**config.mk**
```make
export PLATFORM = sky130hd
export DESIGN_NAME = mbxTop
export DESIGN_NICKNAME = d
export VERILOG_FILES = /design/src/design/mbBufferPkg.sv /design/src/design/mbCyclePkg.sv /design/src/design/wordRequestTracker.sv /design/src/design/memRequestGen.sv /design/src/design/cacheToMbSequencer.sv /design/src/design/mbxTop.sv
export SDC_FILE = /design/constraint.sdc
export NUM_CORES = 1
export LEC_CHECK = 0
export CORE_MARGIN = 8
export CORE_UTILIZATION = 40
export CTS_CLUSTER_DIAMETER = 100
export CTS_CLUSTER_SIZE = 12
export DETAILED_ROUTE_END_ITERATION = 12
export DONT_BUFFER_PORTS = 1
export PLACE_DENSITY_LB_ADDON = 0.1
export SYNTH_ARGS = -nofsm -noshare
export SYNTH_HDL_FRONTEND = slang
export SYNTH_SLANG_ARGS = --single-unit
```
**constraint.sdc**
```tcl
create_clock -name clk -period 1.3 [get_ports clk]
set_input_delay 0.195 -clock clk [delete_from_list [all_inputs] [get_ports clk]]
set_output_delay 0.195 -clock clk [all_outputs]
set_load 0.005 [all_outputs]
```
**src/design/mbBufferPkg.sv**
```systemverilog
// Buffer geometry constants, word index and mask types, MB status struct
package mbBufferPkg;

  //////////////////////
  // Buffer geometry
  //////////////////////

  // Four words, selected by address bits 34:35
  localparam int unsigned mbWords = 32'd4;

  // Word index, 0 is the word with address bits 34:35 both zero
  typedef logic [1:0] wordIdxT;

  // One bit per buffer word, bit i belongs to word i
  typedef logic [mbWords-1:0] wordMaskT;

  //////////////////////
  // Buffer status
  //////////////////////

  // Write request tracking state seen by the rest of the MB control
  typedef struct packed {
    // Words loaded into the buffer and not yet written out
    wordMaskT mbWrRq;
    // Word currently selected for the next move
    wordIdxT  mbSel;
    // Any write request pending
    logic     mbReqHold;
  } mbStatusT;

endpackage

```
**src/design/mbCyclePkg.sv**
```systemverilog
// Cache cycle type enum, cycle request and memory request structs, sequencer state enum
package mbCyclePkg;

  //////////////////////
  // Cache cycles
  //////////////////////

  // Cycle currently run by the cache control
  typedef enum logic [2:0] {
    cycIdle         = 3'd0,
    cycCoreRead     = 3'd1,
    cycOneWordRead  = 3'd2,
    cycOneWordWrite = 3'd3,
    cycWriteback    = 3'd4,
    cycPageRefill   = 3'd5
  } cycleTypeT;

  // Held by the cache control for the whole cycle
  typedef struct packed {
    cycleTypeT            cycType;
    // Addressed word of a one-word read
    mbBufferPkg::wordIdxT  wordAdr;
    // Words already valid in the cache line
    mbBufferPkg::wordMaskT cshWdVal;
  } cycleReqT;

  //////////////////////
  // Memory requests
  //////////////////////

  typedef struct packed {
    mbBufferPkg::wordMaskT rqIn;
    logic                  memRdRqIn;
    logic                  memWrRqIn;
  } memReqT;

  // Writeback phases, cache to MB
  typedef enum logic [2:0] {
    seqIdle  = 3'd0,
    seqOutEn = 3'd1,
    seqT1    = 3'd2,
    seqT2    = 3'd3,
    seqT3    = 3'd4,
    seqT4    = 3'd5
  } seqStateT;

endpackage

```
**src/design/wordRequestTracker.sv**
```systemverilog
// Per-word write request register, buffer word select and request hold flag
`timescale 1ns/100ps

module wordRequestTracker (
  input  logic                  clk,
  input  logic                  rstN,
  input  mbBufferPkg::wordMaskT wordsComing,
  input  logic                  mbWrRqClr,
  output mbBufferPkg::mbStatusT mbStatus
);

  mbBufferPkg::wordMaskT clrMask;
  mbBufferPkg::wordMaskT nextWrRq;
  mbBufferPkg::wordIdxT  lowestIdx;
  mbBufferPkg::wordIdxT  nextSel;
  logic                  selPending;

  //////////////////////
  // Request mask
  //////////////////////

  // Clear hits only the selected word
  assign clrMask = mbWrRqClr ? (mbBufferPkg::wordMaskT'(1) << mbStatus.mbSel) : '0;

  // Incoming words win over a clear of the same word
  assign nextWrRq = (mbStatus.mbWrRq & ~clrMask) | wordsComing;

  //////////////////////
  // Word select
  //////////////////////

  assign selPending = mbStatus.mbWrRq[mbStatus.mbSel];

  // Lowest pending word of the next mask, scan from the top down
  always_comb begin
    lowestIdx = mbStatus.mbSel;
    for (int i = mbBufferPkg::mbWords - 1; i >= 0; i--) begin
      if (nextWrRq[i]) begin
        lowestIdx = mbBufferPkg::wordIdxT'(i);
      end
    end
  end

  // Stay on a word until its request drops
  always_comb begin
    if (selPending) begin
      nextSel = mbStatus.mbSel;
    end else begin
      nextSel = lowestIdx;
    end
  end

  //////////////////////
  // Status register
  //////////////////////

  always_ff @(posedge clk) begin
    if (!rstN) begin
      mbStatus.mbWrRq    <= '0;
      mbStatus.mbSel     <= '0;
      mbStatus.mbReqHold <= 1'b0;
    end else begin
      mbStatus.mbWrRq    <= nextWrRq;
      mbStatus.mbSel     <= nextSel;
      // Taken from the next mask so it tracks mbWrRq in the same cycle
      mbStatus.mbReqHold <= |nextWrRq;
    end
  end

endmodule

```
**src/design/memRequestGen.sv**
```systemverilog
// Per-word memory request vector and memory read and write request strobes
`timescale 1ns/100ps

module memRequestGen (
  input  logic                  clk,
  input  logic                  rstN,
  input  mbCyclePkg::cycleReqT  cycReq,
  input  mbBufferPkg::wordMaskT mbWrRq,
  input  logic                  cacheToMbT4,
  output mbCyclePkg::memReqT    memReq
);

  logic                  oneWordRd;
  logic                  wrWdsInMb;
  logic                  rdNonValWds;
  logic                  oneWordWr;
  mbBufferPkg::wordMaskT adrTerm;
  mbBufferPkg::wordMaskT wrTerm;
  mbBufferPkg::wordMaskT nonValTerm;

  //////////////////////
  // Cycle decode
  //////////////////////

  always_comb begin
    oneWordRd   = 1'b0;
    wrWdsInMb   = 1'b0;
    rdNonValWds = 1'b0;
    oneWordWr   = 1'b0;
    case (cycReq.cycType)
      mbCyclePkg::cycOneWordRead: oneWordRd = 1'b1;
      mbCyclePkg::cycOneWordWrite: begin
        wrWdsInMb = 1'b1;
        oneWordWr = 1'b1;
      end
      mbCyclePkg::cycWriteback: wrWdsInMb = 1'b1;
      // Multi-word reads fetch what the line is missing
      mbCyclePkg::cycCoreRead,
      mbCyclePkg::cycPageRefill: rdNonValWds = 1'b1;
      default: ;
    endcase
  end

  //////////////////////
  // Word terms
  //////////////////////

  assign adrTerm    = oneWordRd ? (mbBufferPkg::wordMaskT'(1) << cycReq.wordAdr) : '0;
  assign wrTerm     = wrWdsInMb ? mbWrRq : '0;
  assign nonValTerm = rdNonValWds ? ~cycReq.cshWdVal : '0;

  always_ff @(posedge clk) begin
    if (!rstN) begin
      memReq <= '0;
    end else begin
      memReq.rqIn      <= adrTerm | wrTerm | nonValTerm;
      memReq.memRdRqIn <= oneWordRd | rdNonValWds;
      // Writeback T4 hands a buffer word to memory
      memReq.memWrRqIn <= cacheToMbT4 | oneWordWr;
    end
  end

endmodule

```
**src/design/cacheToMbSequencer.sv**
```systemverilog
// Writeback sequencer FSM for out-enable and phases T1 to T4 with done pulse
`timescale 1ns/100ps

module cacheToMbSequencer (
  input  logic                  clk,
  input  logic                  rstN,
  input  logic                  writebackT1,
  input  logic                  phaseChangeComing,
  input  mbBufferPkg::wordMaskT mbWrRq,
  output logic                  cshWrOutEn,
  output logic                  cacheToMbT4,
  output logic                  cacheToMbDone
);

  mbCyclePkg::seqStateT state;
  mbCyclePkg::seqStateT nextState;
  logic                 wordsLeft;

  assign wordsLeft = |mbWrRq;

  //////////////////////
  // Next state
  //////////////////////

  always_comb begin
    nextState = state;
    case (state)
      mbCyclePkg::seqIdle: begin
        // Start pulses during a writeback are dropped
        if (writebackT1) begin
          nextState = mbCyclePkg::seqOutEn;
        end
      end
      mbCyclePkg::seqOutEn: nextState = mbCyclePkg::seqT1;
      mbCyclePkg::seqT1: begin
        if (wordsLeft) begin
          nextState = mbCyclePkg::seqT2;
        end else begin
          nextState = mbCyclePkg::seqIdle;
        end
      end
      mbCyclePkg::seqT2: begin
        // Hold until the memory phase turns over
        if (phaseChangeComing) begin
          nextState = mbCyclePkg::seqT3;
        end
      end
      mbCyclePkg::seqT3: nextState = mbCyclePkg::seqT4;
      mbCyclePkg::seqT4: nextState = mbCyclePkg::seqT1;
      default: nextState = mbCyclePkg::seqIdle;
    endcase
  end

  always_ff @(posedge clk) begin
    if (!rstN) begin
      state <= mbCyclePkg::seqIdle;
    end else begin
      state <= nextState;
    end
  end

  //////////////////////
  // Pulses
  //////////////////////

  assign cshWrOutEn    = (state == mbCyclePkg::seqOutEn);
  assign cacheToMbT4   = (state == mbCyclePkg::seqT4);
  // T1 with an empty buffer ends the writeback
  assign cacheToMbDone = (state == mbCyclePkg::seqT1) && !wordsLeft;

endmodule

```
**src/design/mbxTop.sv**
```systemverilog
// MB control top level with word request tracker, memory request generator and writeback sequencer
`timescale 1ns/100ps

module mbxTop (
  input  logic                  clk,
  input  logic                  rstN,
  input  mbCyclePkg::cycleReqT  cycReq,
  input  mbBufferPkg::wordMaskT wordsComing,
  input  logic                  mbWrRqClr,
  input  logic                  writebackT1,
  input  logic                  phaseChangeComing,
  output mbBufferPkg::mbStatusT mbStatus,
  output mbCyclePkg::memReqT    memReq,
  output logic                  cshWrOutEn,
  output logic                  cacheToMbT4,
  output logic                  cacheToMbDone
);

  // Per-word write requests, select and hold flag
  wordRequestTracker tracker_i (
    .clk         (clk),
    .rstN        (rstN),
    .wordsComing (wordsComing),
    .mbWrRqClr   (mbWrRqClr),
    .mbStatus    (mbStatus)
  );

  // RQ_IN vector and memory strobes
  memRequestGen reqGen_i (
    .clk         (clk),
    .rstN        (rstN),
    .cycReq      (cycReq),
    .mbWrRq      (mbStatus.mbWrRq),
    .cacheToMbT4 (cacheToMbT4),
    .memReq      (memReq)
  );

  // Cache to MB writeback phases
  cacheToMbSequencer seq_i (
    .clk               (clk),
    .rstN              (rstN),
    .writebackT1       (writebackT1),
    .phaseChangeComing (phaseChangeComing),
    .mbWrRq            (mbStatus.mbWrRq),
    .cshWrOutEn        (cshWrOutEn),
    .cacheToMbT4       (cacheToMbT4),
    .cacheToMbDone     (cacheToMbDone)
  );

endmodule

```
==> flow_summary.json, run 1 <==
{
  "status": "complete, but fails checks",
  "violations": "setup timing",
  "clock_path_buffers": 2,
  "synth_area_leaders": "dfxtp_1 43%, a21oi_1 8.1%, nor2_1 5.6%",
  "r2r_cells": 4,
  "syn-instance-count": 86,
  "yosysTopAreaCell": "dfxtp_1",
  "cts_tree": "built",
  "finalCritPeriodShare_pct": 119,
  "place_congestion": 0.796,
  "start_kind": "flip-flop",
  "grt.overflow.total": 0,
  "endpoint_kind": "output port",
  "synth_cell_types": 30,
  "startpoint": "tracker_i.mbStatus[5]",
  "critical_path_class": "flip-flop to output port",
  "yosys.area.top_type_share_pct": 43.2,
  "avgSynthCellArea_um2": 8.61,
  "io_buffer_count": 0,
  "drv_cap": 0,
  "ys_seq_area_share_pct": 43.2,
  "vias": 720,
  "cts_sinks": 16,
  "fin_skew_ps": 3.40,
  "swShare_pct": 27.6,
  "synth_nets": 104,
  "p_per_area_nw_per_um2": 1100,
  "p_clk_share_pct": 24.1,
  "syn2layout_area_growth_pct": 31.6,
  "period_needed_ps": 1540,
  "required_ps": 1110,
  "routed_wl_mm": 1.93,
  "routedWlPerCell_um": 14.9,
  "p_sw_mw": 0.296,
  "rsz0062_at_grt": "yes",
  "dp_hpwl_mm": 1.48,
  "die_area_um2": 3480,
  "final_max_slew_viol_count": 0,
  "dp.cells": 125,
  "endpoint": "cacheToMbDone",
  "ys_warn_count": 0,
  "hold_path.class": "primary input to flip-flop",
  "setup_ws_ps": -242,
  "antennaDiodeCount": 0,
  "clk_latency_ps": 290,
  "utilization_pct": 56.4,
  "power_mw": 1.07,
  "max_freq_ghz": 0.648,
  "postCtsHoldBufs": 0,
  "grt_max_degree": 14,
  "p_leak_nw": 0.381,
  "die_h_um": 59.0,
  "seqPwrFrac_pct": 52.9,
  "p_int_mw": 0.775,
  "synth_area_um2": 741,
  "io_pins": 34,
  "drtAntennaViolNets": 0,
  "hold_viol_final": 0,
  "rrSetupSlack_ps": -70,
  "row_count": 15,
  "path_clk_slew_ps": 90,
  "drtPass1Iterations": 6,
  "combPwrFrac_pct": 23.0,
  "drt-vias-per-instance": 5.54,
  "antenna_found_initial": 0,
  "r2r-start": "tracker_i.mbStatus[5]",
  "r2r_end": "seq_i.state[1]",
  "instances_no_fill": 130,
  "tightest_slew_ps": 472,
  "htree_num_levels": 1,
  "vdd_ir_drop_max_uv": 535,
  "grtUsageTotal_pct": 11.5,
  "remaining_drc_errors": 0,
  "cts_root_buf": "clkbuf_4",
  "grt_pass1_wl_mm": 3.05,
  "cts_made_buffers": 3,
  "whs_ps": 19.5,
  "drt_iter0_drc": 17,
  "pre_cts_ws_ps": -36.5,
  "ys_seq_elements": 16,
  "core_um2": 1730,
  "cp_max_fo": 3,
  "final_nets": 125,
  "setup_viol": 4,
  "first_global_vias": 674,
  "slew_headroom_pct": 68.5,
  "dieWidth_um": 59.0,
  "drive_gt1_share_pct": 39.0,
  "cp.arrival_ps": 1350,
  "start_util_pct": 42.9
}
-- registers in the layout, indices dropped and copies added, names as in the netlist --
signal,cells
tracker_i.mbStatus,7
reqGen_i.memReq,6
seq_i.state,3
-- power by group through the flow --
stage,clock network [mW],logic (mW),registers [mW]
3_5_place_dp,0,0.212,0.573
2_1_floorplan,0,0.129,0.572
6_report,0.258,0.246,0.567
5_1_grt,0.290,0.273,0.573
3_3_place_gp,0,0.211,0.573
4_1_cts,0.274,0.230,0.562
-- final cells by class --
type	instances	area, um^2
fillers	180	752
multi-input cells	63	425
flip-flops and latches	16	334
well taps	25	31.3
repair buffers	18	143
clock buffers	3	22.5
inverters	5	18.8
-- layout by cell type, fill, tap and decap left out, types with 2 or more instances in the layout --
| cell | netlist | layout |
|---|---|---|
| nor2b_1 | 2 | 2 |
| inv_2 | 0 | 2 |
| dfxtp_4 | 0 | 2 |
| nor2_1 | 11 | 10 |
| nand2_1 | 5 | 5 |
| o211ai_1 | 2 | 2 |
| clkbuf_4 | 0 | 3 |
| o21ai_0 | 4 | 2 |
| o21ai_1 | 0 | 2 |
| inv_1 | 5 | 3 |
| a31oi_1 | 3 | 2 |
| buf_4 | 0 | 16 |
| dfxtp_2 | 0 | 5 |
| a21oi_2 | 1 | 2 |
| dfxtp_1 | 16 | 9 |
| nand2b_1 | 3 | 2 |
| nand3b_1 | 3 | 3 |
| a21oi_1 | 12 | 11 |
| buf_6 | 1 | 2 |
-- per-layer routing --
metal | vias to the layer above | track usage, % | share of wire, %
met5 | - | 0 | 0
met4 | 0 | 6.14 | 1.5
met3 | 2 | 6.72 | 14
met2 | 42 | 15.9 | 42
met1 | 327 | 13.5 | 43
li1 | 349 | - | -
-- cell usage after synthesis --
cell type / number
mux4_2: 1
nand2_1: 5
dfxtp_1: 16
o221a_1: 1
a21oi_1: 12
inv_1: 5
and3b_1: 1
o2bb2ai_1: 1
a32oi_1: 1
or3b_1: 1
or4_4: 1
a31oi_1: 3
nand3_1: 1
a31o_2: 1
nor2b_1: 2
o211ai_1: 2
and2_1: 1
a21oi_2: 1
nand3b_1: 3
o22a_1: 1
buf_6: 1
or4_1: 1
nand2b_1: 3
or2_2: 1
o21ai_0: 4
clkbuf_1: 1
nor3_1: 1
o21a_1: 1
nor3b_1: 2
nor2_1: 11
-- stage by stage --
stage | instance area (um^2) | setup TNS, ps
6_report | 975 | -356
5_1_grt | 975 | -676
4_1_cts | 937 | -414
3_5_place_dp | 881 | -83.2
3_3_place_gp | 881 | -76.9
2_1_floorplan | 744 | -30.8
-- kinds of logic (layout without fill, tap and decap cells) --
logic type	Yosys count	in the layout	share of synthesized area (%)
mux	1	1	3.04
flops	16	16	43.2
buf+inv	7	26	4.56
simple gates	34	34	25.3
compound gates	28	28	23.8
-- how the worst min path moves through the flow --
stage / slack [ps] / start / to / depth (start not counted)
4_1_cts: 5 / rstN / reqGen_i.memReq[2] / 1
2_1_floorplan: 310 / rstN / reqGen_i.memReq[2] / 1
3_3_place_gp: 320 / rstN / reqGen_i.memReq[2] / 1
6_report: 20 / rstN / reqGen_i.memReq[2] / 1
3_5_place_dp: 320 / rstN / reqGen_i.memReq[2] / 1
5_1_grt: 20 / rstN / reqGen_i.memReq[2] / 1
-- what timing repair did --
| item | CTS | global route |
|---|---|---|
| buffers inserted | 2 | 1 |
| cloned | 0 | 0 |
| pin swaps | 3 | 7 |
| endpoints found under the setup margin | 6 | 7 |
| resized for setup | 8 | 10 |
-- critical path, cell delays in order (launching register included) --
cell and delay (ps):
dfxtp_2 330, or4_4 540, nor3b_2 200
No activity file was read; power rests on OpenSTA's default activity.
==> run 2, diff against run 1 <==
- ABC_AREA: default -> 1
==> run 2 against run 1 <==
Area after synthesis rose by 6.8%. Critical endpoint unchanged. Combinational power rose by 9.3%. Critical path type unchanged. The run now ends clean. Register-to-register slack improved by 220 ps.
==> flow_summary.json, run 2 <==
{
  "antennaDiodeCount": 0,
  "grtUsageTotal_pct": 11.4,
  "routedWlPerCell_um": 12.6,
  "synth_nets": 135,
  "synth_area_um2": 791,
  "path_cells": "nor2_2 > nand2_2 > nor4_4",
  "required_ps": 1110,
  "synth_cell_types": 20,
  "drv_cap": 0,
  "finalCritPeriodShare_pct": 91.4,
  "first_global_vias": 718,
  "antenna_found_initial": 0,
  "io_buffer_count": 0,
  "ys_top_cells_by_count": "27 x nand2_1, 16 x dfxtp_1, 16 x inv_1",
  "hold_path.class": "primary input to flip-flop",
  "dieWidth_um": 60.5,
  "regMostFlops": "tracker_i.mbStatus",
  "cts_root_buf": "clkbuf_4",
  "r2r_cells": 8,
  "critPathTopFamily": "flip-flops",
  "whs_ps": 25.6,
  "p_per_area_nw_per_um2": 1210,
  "fillers": 217,
  "start_kind": "flip-flop",
  "htree_num_levels": 1,
  "core_um2": 1920,
  "synth.most_common_cell": "nand2_1",
  "regArea_um2": 333,
  "critPathSlowestCell": "dfxtp_2",
  "async_flop_share_pct": 0,
  "drtPass1Iterations": 6,
  "synth_edf_count": 0,
  "cts_tree": "built",
  "remaining_drc_errors": 0,
  "drive_gt1_share_pct": 29.0,
  "mostFrequentLayoutCells": "25 x nand2_1, 15 x inv_1, 12 x nand3_1, 10 x a21oi_1, 8 x dfxtp_1",
  "ys_seq_elements": 16,
  "cp_max_fo": 5,
  "die_area_um2": 3660,
  "critical_path_class": "flip-flop to output port",
  "yosys.area.top_type_share_pct": 40.5,
  "period_needed_ps": 1190,
  "grt_max_degree": 13,
  "grt.overflow.total": 0,
  "finalSetupTns_ps": 0,
  "row_count": 16,
  "slew_headroom_pct": 72.8,
  "syn2layout_area_growth_pct": 17.9,
  "die_h_um": 60.5,
  "endpoint_kind": "output port",
  "cp.arrival_ps": 990,
  "synth_area_leaders": "dfxtp_1 41%, nand2_1 13%, nand3_1 7.6%",
  "cts_sinks": 16,
  "power_mw": 1.13,
  "routed_wl_mm": 1.91,
  "largest_register_ffs": 7,
  "io_pins": 34,
  "multi_input_area_um2": 432,
  "reg_top3": "tracker_i.mbStatus (7), reqGen_i.memReq (6), seq_i.state (3)",
  "max_freq_ghz": 0.841,
  "drtAntennaViolNets": 0,
  "min_path_cells": 2,
  "clock_path_buffers": 2,
  "start_util_pct": 41.1,
  "dp_hpwl_mm": 1.57,
  "clk_latency_ps": 280,
  "ys_seq_area_share_pct": 40.5,
  "rsz0062_at_grt": "no",
  "grt_pass1_wl_mm": 3.12,
  "synth_ff_type": "dfxtp_1",
  "setup_viol": 0,
  "drt_iter0_drc": 26,
  "hold_viol_final": 0,
  "layout_commonest_cell": "nand2_1",
  "status": "completed",
  "ys_warn_count": 0,
  "vdd_ir_drop_max_uv": 581,
  "final_nets": 144,
  "vias": 771,
  "yosysTopAreaCell": "dfxtp_1",
  "critPathBufInv": 0,
  "p_leak_nw": 0.408,
  "slowest_delay_ps": 360,
  "syn-instance-count": 117,
  "drt-vias-per-instance": 5.11,
  "place_congestion": 0.864,
  "avgSynthCellArea_um2": 6.76,
  "path_clk_slew_ps": 90,
  "final_max_slew_viol_count": 0,
  "cts_made_buffers": 3,
  "tightest_slew_ps": 408,
  "fin_skew_ps": 6.28,
  "cp_num_cells": 3
}
[run 2: layer usage]
layer / global-route usage [%] / vias up / part of all wire [%]
met1: 13.0 / 349 / 41
met4: 5.98 / 0 / 0.79
li1: - / 392 / -
met5: 0 / - / 0
met2: 17.5 / 28 / 48
met3: 5.08 / 2 / 10
[run 2: worst paths after layout]
| check | from | end | slack [ps] |
|---|---|---|---|
| hold reg to reg | tracker_i.mbStatus[2] | tracker_i.mbStatus[2] | 520 |
| hold / removal | rstN | tracker_i.mbStatus[1] | 30 |
| setup reg to reg | tracker_i.mbStatus[1] | tracker_i.mbStatus[1] | 150 |
| setup / recovery | tracker_i.mbStatus[6] | cacheToMbDone | 110 |
[run 2: metrics by stage]
stage	setup slack (ps)	area, um^2	cells	utilization, %
4_1_cts	6.73	872	149	45.4
2_1_floorplan	177	791	117	-
3_5_place_dp	66.7	843	146	43.9
6_report	111	932	151	48.5
3_3_place_gp	71.6	843	146	43.9
5_1_grt	20.0	932	151	48.5
[run 2: logic make-up (layout without fill, tap and decap cells)]
kind of cell | after synthesis | count (layout) | share of synthesized area, %
AOI/OAI and AO/OA | 17 | 17 | 11.7
and+or+nand+nor | 64 | 64 | 38.3
DFF | 16 | 16 | 40.5
buffers and inverters | 20 | 27 | 9.49
[run 2: cell type report]
type	instances	share of cell area, %
clock buffer	3	2.42
inverter	19	7.65
timing repair buffer	5	4.30
tap	27	3.62
multi-input combinational	81	46.3
sequential	16	35.7
[run 2: what timing repair did]
action,in CTS,in global routing
hold buffers,0,1
setup buffers,0,1
pin swaps,0,2
endpoints found under the hold margin,0,1
gates resized for setup,1,18
endpoints found under the setup margin,1,4
[run 2: power breakdown]
group / total (mW) / internal [mW] / switching (mW)
sequential: 0.612 / 0.546 / 0.0661
combinational: 0.269 / 0.112 / 0.158
clock: 0.248 / 0.107 / 0.141
total: 1.13 / 0.765 / 0.365
==> run 3, diff against run 2 <==
==> constraint.sdc (replaced) <==
create_clock -name clk -period 1.3 [get_ports clk]
set_input_delay 0 -clock clk [delete_from_list [all_inputs] [get_ports clk]]
set_output_delay 0 -clock clk [all_outputs]
set_load 0.005 [all_outputs]
==> run 3 against run 2 <==
Design area increased by 12%. Global-route usage increased by 0.62 points. Fmax decreased by 2.3%. Worst setup slack got worse by 28 ps. Power increased by 8.8%. Routed wire length increased by 12%. Largest cell class unchanged. Combinational power increased by 8.9%. Sequential share of layout area decreased by 4.8 points.
==> flow_summary.json, run 3 (same netlist as run 2, synthesis figures left out) <==
{
  "p_int_mw": 0.842,
  "first_global_vias": 768,
  "cts_sinks": 16,
  "finalCritPeriodShare_pct": 93.6,
  "setup_ws_ps": 83.6,
  "setup_viol": 0,
  "grt_pass1_wl_mm": 3.26,
  "final_max_slew_viol_count": 0,
  "endpoint_kind": "flip-flop",
  "finalSetupTns_ps": 0,
  "required_ps": 1530,
  "cts_made_buffers": 3,
  "combPwrFrac_pct": 23.8,
  "p_leak_nw": 0.460,
  "status": "completed",
  "cts_tree": "built",
  "top_layer": "met4",
  "remaining_drc_errors": 0,
  "met3_wirelength_um": 237,
  "hold_path.class": "primary input to flip-flop",
  "die_area_um2": 3660,
  "mostFrequentLayoutCells": "27 x nand2_1, 16 x dlygate4sd3_1, 14 x inv_1, 14 x dfxtp_1, 12 x nand3_1",
  "io_buffer_count": 0,
  "slowest_delay_ps": 560,
  "slew_headroom_pct": 65.9,
  "grt_max_degree": 13,
  "max_freq_ghz": 0.822,
  "rsz0062_at_grt": "no",
  "drtPass1Iterations": 4,
  "cp_max_fo": 3,
  "seqPwrFrac_pct": 48.9,
  "p_per_area_nw_per_um2": 1180,
  "start_kind": "primary input",
  "p_sw_mw": 0.387,
  "path_clk_slew_ps": 100,
  "path_cells": "dlygate4sd3_1 > inv_2 > nor2_2 > nand2_1 > dlygate4sd3_1 > a21oi_1",
  "post_cts_buffers": 0,
  "antenna_found_initial": 0,
  "grt.overflow.total": 0,
  "largest_register_ffs": 7,
  "drtAntennaViolNets": 0,
  "io_pins": 34,
  "dieWidth_um": 60.5,
  "critPathSlowestCell": "dlygate4sd3_1",
  "whs_ps": 11.2,
  "drt_iter0_drc": 15,
  "cts_root_buf": "clkbuf_4",
  "swShare_pct": 31.5,
  "fin_skew_ps": 0.864,
  "layout_commonest_cell": "nand2_1",
  "drive_gt1_share_pct": 18.1,
  "pre_cts_ws_ps": 90.4,
  "timing.critical_path.mode_cell": "dlygate4sd3_1",
  "dp_hpwl_mm": 1.57,
  "hold_viol_final": 0,
  "period_needed_ps": 1220,
  "reg_top3": "tracker_i.mbStatus (7), reqGen_i.memReq (6), seq_i.state (3)",
  "dr_wl_met2_mm": 1.06,
  "syn2layout_area_growth_pct": 32.0,
  "htree_num_levels": 1,
  "p_clk_share_pct": 27.2,
  "antennaDiodeCount": 0,
  "place_congestion": 0.858,
  "drv_cap": 0,
  "vdd_ir_drop_max_uv": 684,
  "wl_met1_um": 830,
  "drt-vias-per-instance": 4.93,
  "routedWlPerCell_um": 13.0,
  "row_count": 16,
  "die_h_um": 60.5,
  "routed_wl_mm": 2.14,
  "core_um2": 1920,
  "cp.arrival_ps": 1440,
  "tightest_slew_ps": 508,
  "critical_path_class": "primary input to flip-flop",
  "fillers": 201,
  "clock_path_buffers": 2,
  "regMostFlops": "tracker_i.mbStatus",
  "final_nets": 157,
  "grtUsageTotal_pct": 12.0,
  "vias": 814,
  "start_util_pct": 41.1,
  "clk_latency_ps": 290
}
==> run 3: cell count changes in the layout (fill, tap and decap cells not counted), moves of 2 or more <==
cell / before / now
buf_4: 4 / 2
dfxtp_1: 8 / 14
dfxtp_2: 7 / 2
dlygate4sd3_1: 1 / 16
nand2_1: 25 / 27
nand2_2: 4 / 2
nor2_1: 6 / 8
==> run 3: final timing paths <==
path                          from               endpoint  slack, ps  depth (start not counted)
min                 wordsComing[0]  tracker_i.mbStatus[3]         10                          4
min reg2reg  tracker_i.mbStatus[2]  tracker_i.mbStatus[2]        530                          2
max reg2reg  tracker_i.mbStatus[1]  tracker_i.mbStatus[1]        160                          8
max                      cycReq[7]     reqGen_i.memReq[0]         80                          6
==> run 3: metal layers <==
metal  global-route usage (%)  vias to the layer above
met1                     12.2                      365
met5                        0                        -
met3                     5.51                        2
li1                         -                      418
met2                     19.7                       29
met4                     7.64                        0
==> run 3: power by group through the flow <==
stage / clock [mW] / sequential (mW) / combinational (mW)
detailed placement: 0 / 0.609 / 0.246
CTS: 0.346 / 0.598 / 0.289
global route: 0.367 / 0.610 / 0.332
floorplan: 0 / 0.596 / 0.194
finish: 0.335 / 0.602 / 0.293
global placement: 0 / 0.608 / 0.243
==> run 3: through the flow <==
step / power [mW] / instances / area, um^2 / util [%]
global route: 1.31 / 165 / 1040 / 54.3
CTS: 1.23 / 165 / 1030 / 53.7
floorplan: 0.790 / 117 / 791 / -
detailed placement: 0.855 / 145 / 836 / 43.5
global placement: 0.851 / 145 / 836 / 43.5
finish: 1.23 / 165 / 1040 / 54.3
==> run 3: final cells by class <==
cell class	instances	area, um^2	area share [%]
multi-input cells	81	404	38.7
repair buffers	18	175	16.8
well taps	27	33.8	3.24
flip-flops and latches	16	323	30.9
clock buffers	4	36.3	3.48
inverters	19	71.3	6.83
==> run 3: timing repair <==
action                                  in CTS  in global routing
resized for setup                            0                  6
hold buffers                                16                  0
hold endpoints to repair                    14                  0
endpoints found under the setup margin       0                  4
==> run 3: worst max-delay path: cells and delay by family <==
family / cells / cell delay [ps]
buf+inv: 3 / 1170
compound gates: 1 / 130
simple gates: 2 / 140
